`src/verilog/rx_macros.svh`:
```
// Receiver constants
// RS block geometry, GF(2^8) field polynomial and output FIFO sizing
// shared by the byte-domain receive path

`ifndef RX_MACROS_SVH
`define RX_MACROS_SVH

// symbols per RS block
`define RX_RS_N         16
// data symbols per block, the rest are check symbols
`define RX_RS_K         14
// symbol counter width, covers RX_RS_N with headroom
`define RX_SYM_CNT_W    5

// low byte of x^8 + x^4 + x^3 + x^2 + 1
`define RX_GF_POLY      8'h1d

// output word FIFO, depth must equal 2**RX_FIFO_AW
`define RX_FIFO_DEPTH   16
`define RX_FIFO_AW      4

// ATI byte-enable, valid bytes minus one
`define RX_BE_W         2

`endif

```
`src/verilog/rx_pkg.sv`:
```
// Receiver package
// types shared by the packer, the word FIFO and the top level

package rx_pkg;

    // one ATI output word, seen per byte lane or as a flat 32-bit word
    typedef union packed {
        logic [3:0][7:0] lane;
        logic [31:0]     data;
    } ati_word_u;

endpackage

```
`src/verilog/rx_symbol_tagger.sv`:
```
// RS symbol tagger
// first delay stage of the byte stream from the serial-to-parallel stage,
// numbers the symbols of each RS block and tags data and check symbols,
// also counts received blocks by their end-of-packet pulses

`timescale 1ns/1ps
`include "rx_macros.svh"

module rx_symbol_tagger (
    input  logic       parallel_clk_out,
    input  logic       i_serial_rx_rst_n,
    input  logic [7:0] i_parallel_data,
    input  logic       i_parallel_en,
    input  logic       i_parallel_sop,
    input  logic       i_parallel_eop,
    output logic [7:0] o_data,
    output logic       o_sof,
    output logic       o_data_sym,
    output logic       o_check_sym,
    output logic       o_last_sym,
    output logic       o_last_data,
    output logic [7:0] o_sync_cnt
);

    localparam logic [`RX_SYM_CNT_W-1:0] DATA_CNT  = `RX_SYM_CNT_W'(`RX_RS_K);
    localparam logic [`RX_SYM_CNT_W-1:0] BLOCK_CNT = `RX_SYM_CNT_W'(`RX_RS_N);
    localparam logic [`RX_SYM_CNT_W-1:0] LAST_DATA = `RX_SYM_CNT_W'(`RX_RS_K - 1);
    localparam logic [`RX_SYM_CNT_W-1:0] LAST_SYM  = `RX_SYM_CNT_W'(`RX_RS_N - 1);

    logic [`RX_SYM_CNT_W-1:0] r_sym_cnt;
    logic                     r_en_d1;
    logic                     r_sop_d1;
    logic [7:0]               r_sync_cnt;

//==========================================================================
// delay stage and symbol counter
//==========================================================================
    // counter tracks the index of the byte held in the delay stage
    always_ff @(posedge parallel_clk_out or negedge i_serial_rx_rst_n) begin
        if (!i_serial_rx_rst_n) begin
            r_sym_cnt <= '0;
            r_en_d1   <= 1'b0;
            r_sop_d1  <= 1'b0;
        end else begin
            r_en_d1  <= i_parallel_en;
            r_sop_d1 <= i_parallel_sop;
            // sop wins so the first symbol is index 0
            if (i_parallel_sop) begin
                r_sym_cnt <= '0;
            end else if (i_parallel_en) begin
                r_sym_cnt <= r_sym_cnt + 1'b1;
            end
        end
    end

    // delayed byte payload
    always_ff @(posedge parallel_clk_out) begin
        o_data <= i_parallel_data;
    end

//==========================================================================
// block counter
//==========================================================================
    // one count per eop wrapping at 8 bits
    always_ff @(posedge parallel_clk_out or negedge i_serial_rx_rst_n) begin
        if (!i_serial_rx_rst_n) begin
            r_sync_cnt <= 8'd0;
        end else if (i_parallel_eop) begin
            r_sync_cnt <= r_sync_cnt + 8'd1;
        end
    end

    assign o_sync_cnt = r_sync_cnt;

    // tags for the delayed byte
    assign o_sof       = r_sop_d1 & r_en_d1;
    assign o_data_sym  = r_en_d1 & (r_sym_cnt < DATA_CNT);
    assign o_check_sym = r_en_d1 & (r_sym_cnt >= DATA_CNT) & (r_sym_cnt < BLOCK_CNT);
    // last data symbol ends the payload seen by the packer
    assign o_last_data = r_en_d1 & (r_sym_cnt == LAST_DATA);
    assign o_last_sym  = r_en_d1 & (r_sym_cnt == LAST_SYM);

endmodule

```
`src/verilog/rx_rs_syndrome.sv`:
```
// RS syndrome checker
// evaluates S1 and S2 of each RS block over GF(2^8) by Horner's rule,
// flags a block with any nonzero syndrome and counts failing blocks

`timescale 1ns/1ps
`include "rx_macros.svh"

module rx_rs_syndrome (
    input  logic       parallel_clk_out,
    input  logic       i_serial_rx_rst_n,
    input  logic [7:0] i_data,
    input  logic       i_sof,
    input  logic       i_data_sym,
    input  logic       i_check_sym,
    input  logic       i_last_sym,
    output logic       o_rs_err_found,
    output logic [7:0] o_rs_err_num
);

    logic [7:0] r_s1;
    logic [7:0] r_s2;
    logic [7:0] c_s1_base;
    logic [7:0] c_s2_base;
    logic [7:0] c_s1;
    logic [7:0] c_s2;
    logic       c_sym_en;
    logic       c_bad;

    // multiply by alpha, shift and reduce by the field polynomial
    function automatic logic [7:0] gf_mul_alpha(input logic [7:0] x);
        gf_mul_alpha = {x[6:0], 1'b0} ^ (x[7] ? `RX_GF_POLY : 8'h00);
    endfunction

//==========================================================================
// Horner step
//==========================================================================
    // every symbol of the block takes part, data and check alike
    assign c_sym_en = i_data_sym | i_check_sym;

    // sof restarts from the symbol itself
    assign c_s1_base = i_sof ? 8'h00 : r_s1;
    assign c_s2_base = i_sof ? 8'h00 : r_s2;

    // S1 = S1*alpha + r, S2 = S2*alpha^2 + r
    assign c_s1 = gf_mul_alpha(c_s1_base) ^ i_data;
    assign c_s2 = gf_mul_alpha(gf_mul_alpha(c_s2_base)) ^ i_data;

    // final syndromes on the last symbol
    assign c_bad = (c_s1 != 8'h00) | (c_s2 != 8'h00);

    always_ff @(posedge parallel_clk_out or negedge i_serial_rx_rst_n) begin
        if (!i_serial_rx_rst_n) begin
            r_s1 <= 8'h00;
            r_s2 <= 8'h00;
        end else if (c_sym_en) begin
            r_s1 <= c_s1;
            r_s2 <= c_s2;
        end
    end

//==========================================================================
// block result
//==========================================================================
    // one-cycle flag after the last symbol, count saturates at 255
    always_ff @(posedge parallel_clk_out or negedge i_serial_rx_rst_n) begin
        if (!i_serial_rx_rst_n) begin
            o_rs_err_found <= 1'b0;
            o_rs_err_num   <= 8'd0;
        end else begin
            o_rs_err_found <= c_sym_en & i_last_sym & c_bad;
            if (c_sym_en && i_last_sym && c_bad && (o_rs_err_num != 8'hff)) begin
                o_rs_err_num <= o_rs_err_num + 8'd1;
            end
        end
    end

endmodule

```
`src/verilog/rx_word_packer.sv`:
```
// ATI word packer
// takes the data symbols of each block and packs them into 32-bit words
// from lane 0 upward, one byte per word in x1 mode, with sof, eof and
// a byte-enable that holds the valid byte count minus one

`timescale 1ns/1ps
`include "rx_macros.svh"

module rx_word_packer (
    input  logic                parallel_clk_out,
    input  logic                i_serial_rx_rst_n,
    input  logic                i_x1_mode,
    input  logic [7:0]          i_byte,
    input  logic                i_val,
    input  logic                i_first,
    input  logic                i_last,
    output rx_pkg::ati_word_u   o_word,
    output logic                o_sof,
    output logic                o_eof,
    output logic [`RX_BE_W-1:0] o_be,
    output logic                o_wr
);

    // next free lane and the partial word
    logic [`RX_BE_W-1:0] r_lane;
    logic                r_sof_pend;
    rx_pkg::ati_word_u   r_acc;

    logic [`RX_BE_W-1:0] c_lane;
    logic                c_sof;
    logic                c_done;
    rx_pkg::ati_word_u   c_word;

//==========================================================================
// lane fill
//==========================================================================
    always_comb begin
        // a new block always starts at lane 0
        c_lane = i_first ? '0 : r_lane;
        // word holds the first byte of its block
        c_sof  = (c_lane == '0) ? i_first : r_sof_pend;
        // full word, end of payload, or single byte in x1
        c_done = i_x1_mode | i_last | (c_lane == '1);
        // lanes above the current byte stay zero
        c_word = (c_lane == '0) ? '0 : r_acc;
        c_word.lane[c_lane] = i_byte;
    end

//==========================================================================
// word output
//==========================================================================
    always_ff @(posedge parallel_clk_out or negedge i_serial_rx_rst_n) begin
        if (!i_serial_rx_rst_n) begin
            r_lane     <= '0;
            r_sof_pend <= 1'b0;
            o_wr       <= 1'b0;
            o_sof      <= 1'b0;
            o_eof      <= 1'b0;
            o_be       <= '0;
        end else begin
            o_wr <= i_val & c_done;
            if (i_val) begin
                if (c_done) begin
                    // flags for the word leaving this cycle
                    r_lane     <= '0;
                    r_sof_pend <= 1'b0;
                    o_sof      <= c_sof;
                    o_eof      <= i_last;
                    o_be       <= c_lane;
                end else begin
                    r_lane     <= c_lane + 1'b1;
                    r_sof_pend <= c_sof;
                end
            end
        end
    end

    // finished word out or partial word kept
    always_ff @(posedge parallel_clk_out) begin
        if (i_val) begin
            if (c_done) begin
                o_word <= c_word;
            end else begin
                r_acc <= c_word;
            end
        end
    end

endmodule

```
`src/verilog/rx_word_fifo.sv`:
```
// ATI word FIFO
// synchronous first-word-fall-through FIFO between the packer and the
// ATI port, absorbs i_rdy back-pressure, drops writes when full and
// keeps a sticky overflow flag

`timescale 1ns/1ps
`include "rx_macros.svh"

module rx_word_fifo (
    input  logic                parallel_clk_out,
    input  logic                i_serial_rx_rst_n,
    input  logic                i_wr,
    input  rx_pkg::ati_word_u   i_word,
    input  logic                i_sof,
    input  logic                i_eof,
    input  logic [`RX_BE_W-1:0] i_be,
    output logic                o_val,
    output logic                o_sof,
    output logic                o_eof,
    output logic [`RX_BE_W-1:0] o_be,
    output logic [31:0]         o_data,
    output logic                o_overflow,
    input  logic                i_rdy
);

    // word and flags per entry
    rx_pkg::ati_word_u   mem_word [0:`RX_FIFO_DEPTH-1];
    logic                mem_sof  [0:`RX_FIFO_DEPTH-1];
    logic                mem_eof  [0:`RX_FIFO_DEPTH-1];
    logic [`RX_BE_W-1:0] mem_be   [0:`RX_FIFO_DEPTH-1];

    // one extra wrap bit tells full from empty
    logic [`RX_FIFO_AW:0] r_wptr;
    logic [`RX_FIFO_AW:0] r_rptr;

    logic c_empty;
    logic c_full;
    logic c_push;
    logic c_pop;

    assign c_empty = (r_wptr == r_rptr);
    assign c_full  = (r_wptr[`RX_FIFO_AW] != r_rptr[`RX_FIFO_AW]) &&
                     (r_wptr[`RX_FIFO_AW-1:0] == r_rptr[`RX_FIFO_AW-1:0]);
    assign c_push  = i_wr & ~c_full;
    assign c_pop   = o_val & i_rdy;

//==========================================================================
// pointers and overflow
//==========================================================================
    always_ff @(posedge parallel_clk_out or negedge i_serial_rx_rst_n) begin
        if (!i_serial_rx_rst_n) begin
            r_wptr     <= '0;
            r_rptr     <= '0;
            o_overflow <= 1'b0;
        end else begin
            if (c_push) begin
                r_wptr <= r_wptr + 1'b1;
            end
            if (c_pop) begin
                r_rptr <= r_rptr + 1'b1;
            end
            // write into a full FIFO is lost
            if (i_wr && c_full) begin
                o_overflow <= 1'b1;
            end
        end
    end

    always_ff @(posedge parallel_clk_out) begin
        if (c_push) begin
            mem_word[r_wptr[`RX_FIFO_AW-1:0]] <= i_word;
            mem_sof[r_wptr[`RX_FIFO_AW-1:0]]  <= i_sof;
            mem_eof[r_wptr[`RX_FIFO_AW-1:0]]  <= i_eof;
            mem_be[r_wptr[`RX_FIFO_AW-1:0]]   <= i_be;
        end
    end

    // head entry shows through, held until popped
    assign o_val  = ~c_empty;
    assign o_data = mem_word[r_rptr[`RX_FIFO_AW-1:0]].data;
    assign o_sof  = mem_sof[r_rptr[`RX_FIFO_AW-1:0]];
    assign o_eof  = mem_eof[r_rptr[`RX_FIFO_AW-1:0]];
    assign o_be   = mem_be[r_rptr[`RX_FIFO_AW-1:0]];

endmodule

```
`src/verilog/rx_top.sv`:
```
// Receiver byte-domain top
// symbol tagging, RS syndrome check, check-symbol removal and packing
// of the received byte stream into ATI words through a word FIFO

`timescale 1ns/1ps
`include "rx_macros.svh"

module rx_top (
    input  logic                parallel_clk_out,
    input  logic                i_serial_rx_rst_n,
    input  logic [7:0]          i_parallel_data,
    input  logic                i_parallel_en,
    input  logic                i_parallel_sop,
    input  logic                i_parallel_eop,
    input  logic                i_x1_mode,
    input  logic                i_ati_rdy,
    output logic                o_ati_val,
    output logic                o_ati_sof,
    output logic                o_ati_eof,
    output logic [`RX_BE_W-1:0] o_ati_be,
    output logic [31:0]         o_ati_data,
    output logic                o_rs_err_found,
    output logic [7:0]          o_rs_err_num,
    output logic [7:0]          o_sync_cnt,
    output logic                o_fifo_overflow
);

    // tagged symbol stream
    logic [7:0]          t_data;
    logic                t_sof;
    logic                t_data_sym;
    logic                t_check_sym;
    logic                t_last_sym;
    logic                t_last_data;

    // packed words into the FIFO
    rx_pkg::ati_word_u   w_word;
    logic                w_sof;
    logic                w_eof;
    logic [`RX_BE_W-1:0] w_be;
    logic                w_wr;

//==========================================================================
// tagging and syndrome check
//==========================================================================
    rx_symbol_tagger u_tagger (
        .parallel_clk_out (parallel_clk_out),
        .i_serial_rx_rst_n(i_serial_rx_rst_n),
        .i_parallel_data  (i_parallel_data),
        .i_parallel_en    (i_parallel_en),
        .i_parallel_sop   (i_parallel_sop),
        .i_parallel_eop   (i_parallel_eop),
        .o_data           (t_data),
        .o_sof            (t_sof),
        .o_data_sym       (t_data_sym),
        .o_check_sym      (t_check_sym),
        .o_last_sym       (t_last_sym),
        .o_last_data      (t_last_data),
        .o_sync_cnt       (o_sync_cnt)
    );

    rx_rs_syndrome u_syndrome (
        .parallel_clk_out (parallel_clk_out),
        .i_serial_rx_rst_n(i_serial_rx_rst_n),
        .i_data           (t_data),
        .i_sof            (t_sof),
        .i_data_sym       (t_data_sym),
        .i_check_sym      (t_check_sym),
        .i_last_sym       (t_last_sym),
        .o_rs_err_found   (o_rs_err_found),
        .o_rs_err_num     (o_rs_err_num)
    );

//==========================================================================
// packing and output FIFO
//==========================================================================
    // only data symbols reach the packer
    rx_word_packer u_packer (
        .parallel_clk_out (parallel_clk_out),
        .i_serial_rx_rst_n(i_serial_rx_rst_n),
        .i_x1_mode        (i_x1_mode),
        .i_byte           (t_data),
        .i_val            (t_data_sym),
        .i_first          (t_sof),
        .i_last           (t_last_data),
        .o_word           (w_word),
        .o_sof            (w_sof),
        .o_eof            (w_eof),
        .o_be             (w_be),
        .o_wr             (w_wr)
    );

    rx_word_fifo u_fifo (
        .parallel_clk_out (parallel_clk_out),
        .i_serial_rx_rst_n(i_serial_rx_rst_n),
        .i_wr             (w_wr),
        .i_word           (w_word),
        .i_sof            (w_sof),
        .i_eof            (w_eof),
        .i_be             (w_be),
        .o_val            (o_ati_val),
        .o_sof            (o_ati_sof),
        .o_eof            (o_ati_eof),
        .o_be             (o_ati_be),
        .o_data           (o_ati_data),
        .o_overflow       (o_fifo_overflow),
        .i_rdy            (i_ati_rdy)
    );

endmodule

```
`config.mk`:
```
export PLATFORM = sky130hd
export DESIGN_NAME = rx_top
export DESIGN_NICKNAME = d
export VERILOG_FILES = /design/src/verilog/rx_pkg.sv /design/src/verilog/rx_symbol_tagger.sv /design/src/verilog/rx_rs_syndrome.sv /design/src/verilog/rx_word_packer.sv /design/src/verilog/rx_word_fifo.sv /design/src/verilog/rx_top.sv
export VERILOG_INCLUDE_DIRS = /design/src /design/src/verilog
export SDC_FILE = /design/constraint.sdc
export NUM_CORES = 1
export LEC_CHECK = 0
export BUFFER_PORTS_ARGS = -buffer_cell sky130_fd_sc_hd__buf_2
export CORE_UTILIZATION = 28
export DETAILED_ROUTE_END_ITERATION = 16
export PLACE_DENSITY_LB_ADDON = 0.05
export SETUP_SLACK_MARGIN = 0.5
export SYNTH_ARGS = -nofsm -noshare
export SYNTH_HDL_FRONTEND = slang
export SYNTH_HIERARCHICAL = 1
export SYNTH_SLANG_ARGS = --single-unit
```
`constraint.sdc`:
```
create_clock -name parallel_clk_out -period 10.3 [get_ports parallel_clk_out]
set_input_delay 0.515 -clock parallel_clk_out [delete_from_list [all_inputs] [get_ports parallel_clk_out]]
set_output_delay 0.515 -clock parallel_clk_out [all_outputs]
set_load 0.005 [all_outputs]
```
### After elaboration in Yosys (flattened, before gate mapping)

Memory sizes are Yosys's and may differ from the RTL's.
Index checks and enable logic that the tools add are counted.
W data, S select, Z words.

* register bits after elaboration: 131
* bits in writable memories: 576
* output and inout port bits: 55
* memories: 4

* add/sub/neg operators: 6
* magnitude comparators: 5
* eq/ne operators: 7
* multiplexer cells: 17
* bitwise gates (word level): 23
* reductions and logical operators: 12

Memory list
* u_fifo.mem_word: depth 16, width 32, read ports 1, clocked after memory_dff 0, wr ports 1, line rx_word_fifo.sv:27 `` rx_pkg::ati_word_u mem_word [0:`RX_FIFO_DEPTH-1]; ``
* u_fifo.mem_be: depth 16, width 2, read ports 1, clocked after memory_dff 0, wr ports 1, line rx_word_fifo.sv:30 `` logic [`RX_BE_W-1:0] mem_be [0:`RX_FIFO_DEPTH-1]; ``
* u_fifo.mem_eof: depth 16, width 1, read ports 1, clocked after memory_dff 0, wr ports 1, line rx_word_fifo.sv:29 `` logic mem_eof [0:`RX_FIFO_DEPTH-1]; ``
* u_fifo.mem_sof: depth 16, width 1, read ports 1, clocked after memory_dff 0, wr ports 1, line rx_word_fifo.sv:28 `` logic mem_sof [0:`RX_FIFO_DEPTH-1]; ``

Operators with widths (number)
* $xor A8 B8 Y8: 5
* $bwmux W32: 1
* $mux W32: 1
* $mux W5: 5
* $mux W8: 3
* $add A8 B1 Y8 const B: 2
* $demux W8 S2: 1
* $reduce_bool A8 Y1: 2
* $add A5 B1 Y5 const B: 3
* $and A1 B1 Y1: 11
* $eq A5 B4 Y1 const B: 2
* $ne A8 B8 Y1 const B: 1
* $logic_and A1 B1 Y1: 6
* $eq A5 B5 Y1: 1
* $ge A5 B4 Y1 const B: 1
* $lt A5 B4 Y1 const B: 1
* $lt A5 B5 Y1 const B: 1
* $eq A4 B4 Y1: 1
* $mux W1: 4
* $mux W2: 2
* $or A1 B1 Y1: 4
* $reduce_and A2 Y1: 2
* $lt A2 B3 Y1 const B: 1
* $not A1 Y1: 3
* other kinds (6): 6

### Depth between registers and ports, before layout

* depth in word-level cells: 11
* gate-level depth with buffers: 9

### By module

The synthesis kept the hierarchy.

By module, submodules not included
* rx_word_fifo: instances 1, cells each 962, area an instance 22265.1 sq um
* rx_word_packer: instances 1, cells each 141, area an instance 2676.3 sq um
* rx_rs_syndrome: instances 1, cells each 195, area an instance 1735.4 sq um
* rx_symbol_tagger: instances 1, cells each 70, area an instance 860.8 sq um

### Worst setup path before layout

No wires, ideal clock.

* kind: register -> register
* from: register u_fifo.r_wptr[2]
* to: memory u_fifo/mem_be[0][0] in the netlist's numbering (enable)
* arrival: 4.448 ns
* required time: 9.781 ns
* slack: 5.332 ns
* cell stages (with the launch flop): 7
* buffers on the path: 2
* period minus slack after synthesis: 4.968 ns
* path through: dfrtp_1 > buf_4 > xnor2_1 > nand4_1 > buf_4 > nor2_2 > nor4_1

* longest elaborated chain between the ends: 6

RTL lines
* from (decl): line rx_word_fifo.sv:33 `` logic [`RX_FIFO_AW:0] r_wptr; ``
* from (signal assigned): line rx_word_fifo.sv:57 `r_wptr <= r_wptr + 1'b1;`
* $eq A4 B4 Y1: line rx_word_fifo.sv:43 `` (r_wptr[`RX_FIFO_AW-1:0] == r_rptr[`RX_FIFO_AW-1:0]); ``
* $logic_and A1 B1 Y1: line rx_word_fifo.sv:42 `` assign c_full = (r_wptr[`RX_FIFO_AW] != r_rptr[`RX_FIFO_AW]) && ``
* $not A1 Y1: line rx_word_fifo.sv:44 `assign c_push = i_wr & ~c_full;`
* $and A1 B1 Y1: line rx_word_fifo.sv:44
* $mux W1: line rx_word_fifo.sv:70 `if (c_push) begin`
* $mux W1: line rx_word_fifo.sv:74 `` mem_be[r_wptr[`RX_FIFO_AW-1:0]] <= i_be; ``
* to (decl): line rx_word_fifo.sv:30

Parallel ways exist; a longest one is shown, timed or not.

### Final worst setup path

* from: register u_fifo.r_rptr[0]
* to: output port o_ati_data[13]

* longest elaborated chain between the ends: 1

RTL lines
* from (decl): line rx_word_fifo.sv:34 `` logic [`RX_FIFO_AW:0] r_rptr; ``
* from (signal assigned): line rx_word_fifo.sv:60 `r_rptr <= r_rptr + 1'b1;`
* $mem_v2 Z16 W32
* to (decl): line rx_top.sv:21 `output logic [31:0] o_ati_data,`

No other way between the ends.

==> run_results.csv <==
group,metric,value,unit
synthesis,synth_top_area_share,69.8,%
die,chipWidth,316,µm
status,status,"complete, but fails checks",
power,p_int,6030,µW
power,power_frac_comb,24.1,%
cts,cts_buffers,84,
cts,cts.sinks,707,
synthesis,syn_inst,1368,
sta,tns,0,ps
final_layout,multi_input_area,6250,µm²
power,seqPwrFrac,41.9,%
cts,cts_setup_buffers,0,
final_layout,n_fill_cell,9313,
detailed_routing,drt_pre_antenna_iters,13,
critical_path,worstPathRequired,9790,ps
detailed_routing,via_per_inst,4.74,
final_layout,synthToLayoutAreaGrowth,16.6,%
final_layout,diodes,0,
critical_path,cp_data_arrival_time,3820,ps
final_layout,layout-drive-gt1-share,26.0,%
flow_run,cap_violations,0,
synthesis,syn-num-nets,1399,
final_layout,final_cells,2831,
synthesis,synth_edf_count,640,
critical_path,critPathMaxStageDelay,760,ps
critical_path,critical_path.most_common_cell,"buf_4",
die,fp.dieArea,99600,µm²
die,start_util,28.4,%
synthesis,synth.distinct_cells,72,
placement,post-place-ws,6460,ps
global_route,grt_usage,15.1,%
sta,holdWs,-7.22,ps
global_route,gr-total-overflow,0,
synthesis,syn_area,27500,µm²
cts,clk_pin_slew_worst_paths,50,ps
final_layout,nets,1519,
cts,cts_tree,"yes",
placement,port_buffers,69,
critical_path,critical_path_peak_fanout,39,
detailed_routing,drc,1,
critical_path,cp_num_buf_inv,3,
sta,fin_crit_sh,42.1,%
synthesis,ys_top_cells_by_count,"edfxtp_1, mux4_2, nor2_1",
power,p_switching,2530,µW
critical_path,path_delay_family,"buffers and inverters",
synthesis,ys.flop_type,"edfxtp_1",
detailed_routing,postRouteAntennaNets,0,
critical_path,critical-path-slowest-cell,"buf_4",
placement,globalplace.congestion,0.678,
cts,ctsResizeCount,0,
sta,tightest_slew,952,ps
cts,cts_max_level,3,
cts,root_buffer,"clkbuf_16",
die,core.rowCount,114,
die,ios,70,
synthesis,yosysTopAreaCell,"edfxtp_1",
cts,holdBufCountCts,8,
placement,dp_hpwl,37800,µm
cts,clk_path_buf_depth,3,
status,violations,"DRC, hold timing",
synthesis,syn_avg_cell_area,20.1,µm²
global_route,grt_pass1_vias,14500,
synthesis,async_reset_ff_share,8.35,%
synthesis,synth-seq-cells,707,
synthesis,yosysMostFrequentCell,"edfxtp_1",
final_layout,seqCellArea,20900,µm²
critical_path,worstSetupStartpointType,"register",
power,peakVddDrop,0.122,mV
sta,fin_crit,4340,ps
critical_path,worstPathCellList,"buf_4, buf_4, mux4_1, o22ai_1, nor2_1, buf_2",
sta,hold_viol,2,
power,leakagePower,0.0104,µW
detailed_routing,vias,13400,
global_route,grt_first_pass_wirelength,106000,µm
sta,rsz0062_at_grt,"no",
cts,worstSkewPairLatency,630,ps
synthesis,ys.warnings.count,6,
placement,dp.cells,2670,
worst_hold_path,hp-class,"input port to async pin",
sta,final-setup-viol-count,0,
critical_path,end_kind,"primary output",
sta,fin_ws,5960,ps
synthesis,ys_seq_area_share,75.7,%
power,p_clk_share,34.0,%
sta,drv_slew,0,
critical_path,path_class,"register to primary output",
die,chipHeight,316,µm
sta,relSlewSlack,36.5,%
power,power_density,266,nW/µm²
global_route,grt_max_degree,60,
global_route,antenna_found_initial,1,
detailed_routing,wl_per_cell,26.2,µm
sta,finClkSkew,28.4,ps
die,core-area,97000,µm²
sta,fmax,231,MHz
detailed_routing,drt_iter0_markers,975,
synthesis,ys_top_cells_by_area,"edfxtp_1, mux4_2, dfrtp_1",
power,p_sw_share,29.5,%
detailed_routing,wl,74100,µm
==> kinds of logic after synthesis <==
logic type / after synthesis / synth area share (%)
AO/OA/AOI/OAI: 146 / 3.63
flip-flops: 707 / 75.7
multiplexers: 167 / 12.8
buffers and inverters: 88 / 1.94
XOR/XNOR: 52 / 1.65
adder cells (fa/ha/maj): 16 / 0.727
AND/OR/NAND/NOR: 192 / 3.52
==> power groups by stage <==
| stage | registers, µW | clock network [µW] | logic (µW) |
|---|---|---|---|
| global route | 3620 | 3110 | 2260 |
| detailed placement | 3650 | 0 | 2150 |
| global placement | 3650 | 0 | 2150 |
| floorplan | 3510 | 0 | 1500 |
| CTS | 3590 | 3020 | 2150 |
| finish | 3590 | 2910 | 2060 |
==> layer usage <==
metal | part of all wire [%] | track usage [%] | vias to the layer above
met1 | 46 | 20.6 | 7268
met5 | 0 | 0 | -
met3 | 3.6 | 2.51 | 97
met2 | 48 | 24.5 | 240
met4 | 2.3 | 4.85 | 0
li1 | - | - | 5827
==> metrics by stage <==
stage / total power, µW / util, % / instance area (µm²)
after floorplan: 5010 / - / 27500
after global placement: 5800 / 30.3 / 29300
after detailed placement: 5800 / 30.3 / 29300
after CTS: 8760 / 33.1 / 32100
after global routing: 9000 / 33.1 / 32100
final: 8550 / 33.1 / 32100
==> state kept, by name, indices dropped and copies added (netlist names), 8 cells and up <==
register and cells:
u_fifo/mem_be 32, u_fifo/mem_eof 16, u_fifo/mem_sof 16, u_fifo/mem_word 512
u_packer/o_word 32, u_packer/r_acc 32, u_syndrome/o_rs_err_num 8, u_syndrome/r_s1 8
u_syndrome/r_s2 8, u_tagger/o_data 8, u_tagger/o_sync_cnt 8
==> cell type report <==
| cell class | instances | area share, % |
|---|---|---|
| clock buffers | 112 | 7.07 |
| well taps | 1276 | 4.97 |
| repair buffers | 109 | 2.08 |
| inverters | 13 | 0.152 |
| flip-flops and latches | 707 | 65.0 |
| clock inverters | 41 | 1.31 |
| multi-input cells | 573 | 19.5 |
==> layout by cell type (no fill, tap or decap), types with 4 or more instances in the layout <==
| cell | Yosys | final |
|---|---|---|
| edfxtp_1 | 640 | 640 |
| mux4_2 | 138 | 138 |
| clkbuf_16 | 0 | 87 |
| nor2_1 | 82 | 79 |
| o22ai_1 | 74 | 74 |
| buf_2 | 26 | 68 |
| dfrtp_1 | 59 | 56 |
| xnor2_1 | 41 | 41 |
| buf_4 | 9 | 33 |
| clkbuf_1 | 19 | 25 |
| nand2_1 | 25 | 24 |
| a22o_1 | 21 | 21 |
| clkinv_1 | 0 | 17 |
| ha_1 | 16 | 16 |
| a21oi_1 | 15 | 15 |
| mux2_2 | 14 | 14 |
| inv_1 | 12 | 12 |
| xor2_1 | 11 | 11 |
| nor3_2 | 1 | 11 |
| nor2b_1 | 11 | 11 |
| clkinv_2 | 0 | 10 |
| bufinv_16 | 0 | 8 |
| dlygate4sd3_1 | 0 | 8 |
| dfxtp_1 | 8 | 8 |
| nand2b_1 | 9 | 7 |
| nor3_1 | 17 | 7 |
| mux4_1 | 6 | 6 |
| nand4_1 | 6 | 6 |
| o21ai_0 | 6 | 6 |
| nor4_1 | 9 | 6 |
| mux2_1 | 5 | 5 |
| a31oi_1 | 5 | 5 |
| nand3_1 | 5 | 5 |
| nor3b_1 | 4 | 4 |
==> worst paths after layout <==
check / from / endpoint / slack, ps / cells past startpoint
min in group parallel_clk_out: i_parallel_sop / u_tagger/r_sop_d1 / 90 / 1
max: u_fifo/r_rptr[0] / o_ati_data[13] / 5960 / 6
min: i_serial_rx_rst_n / u_tagger/r_sym_cnt[0] / -7 / 1
max in group asynchronous: i_serial_rx_rst_n / u_fifo/r_rptr[2] / 9600 / 1
max reg2reg: u_fifo/r_rptr[1] / u_fifo/mem_word[11][28] / 6830 / 5
min reg2reg: u_tagger/o_sync_cnt[7] / u_tagger/o_sync_cnt[7] / 470 / 1
No activity file was read; power rests on OpenSTA's default activity.
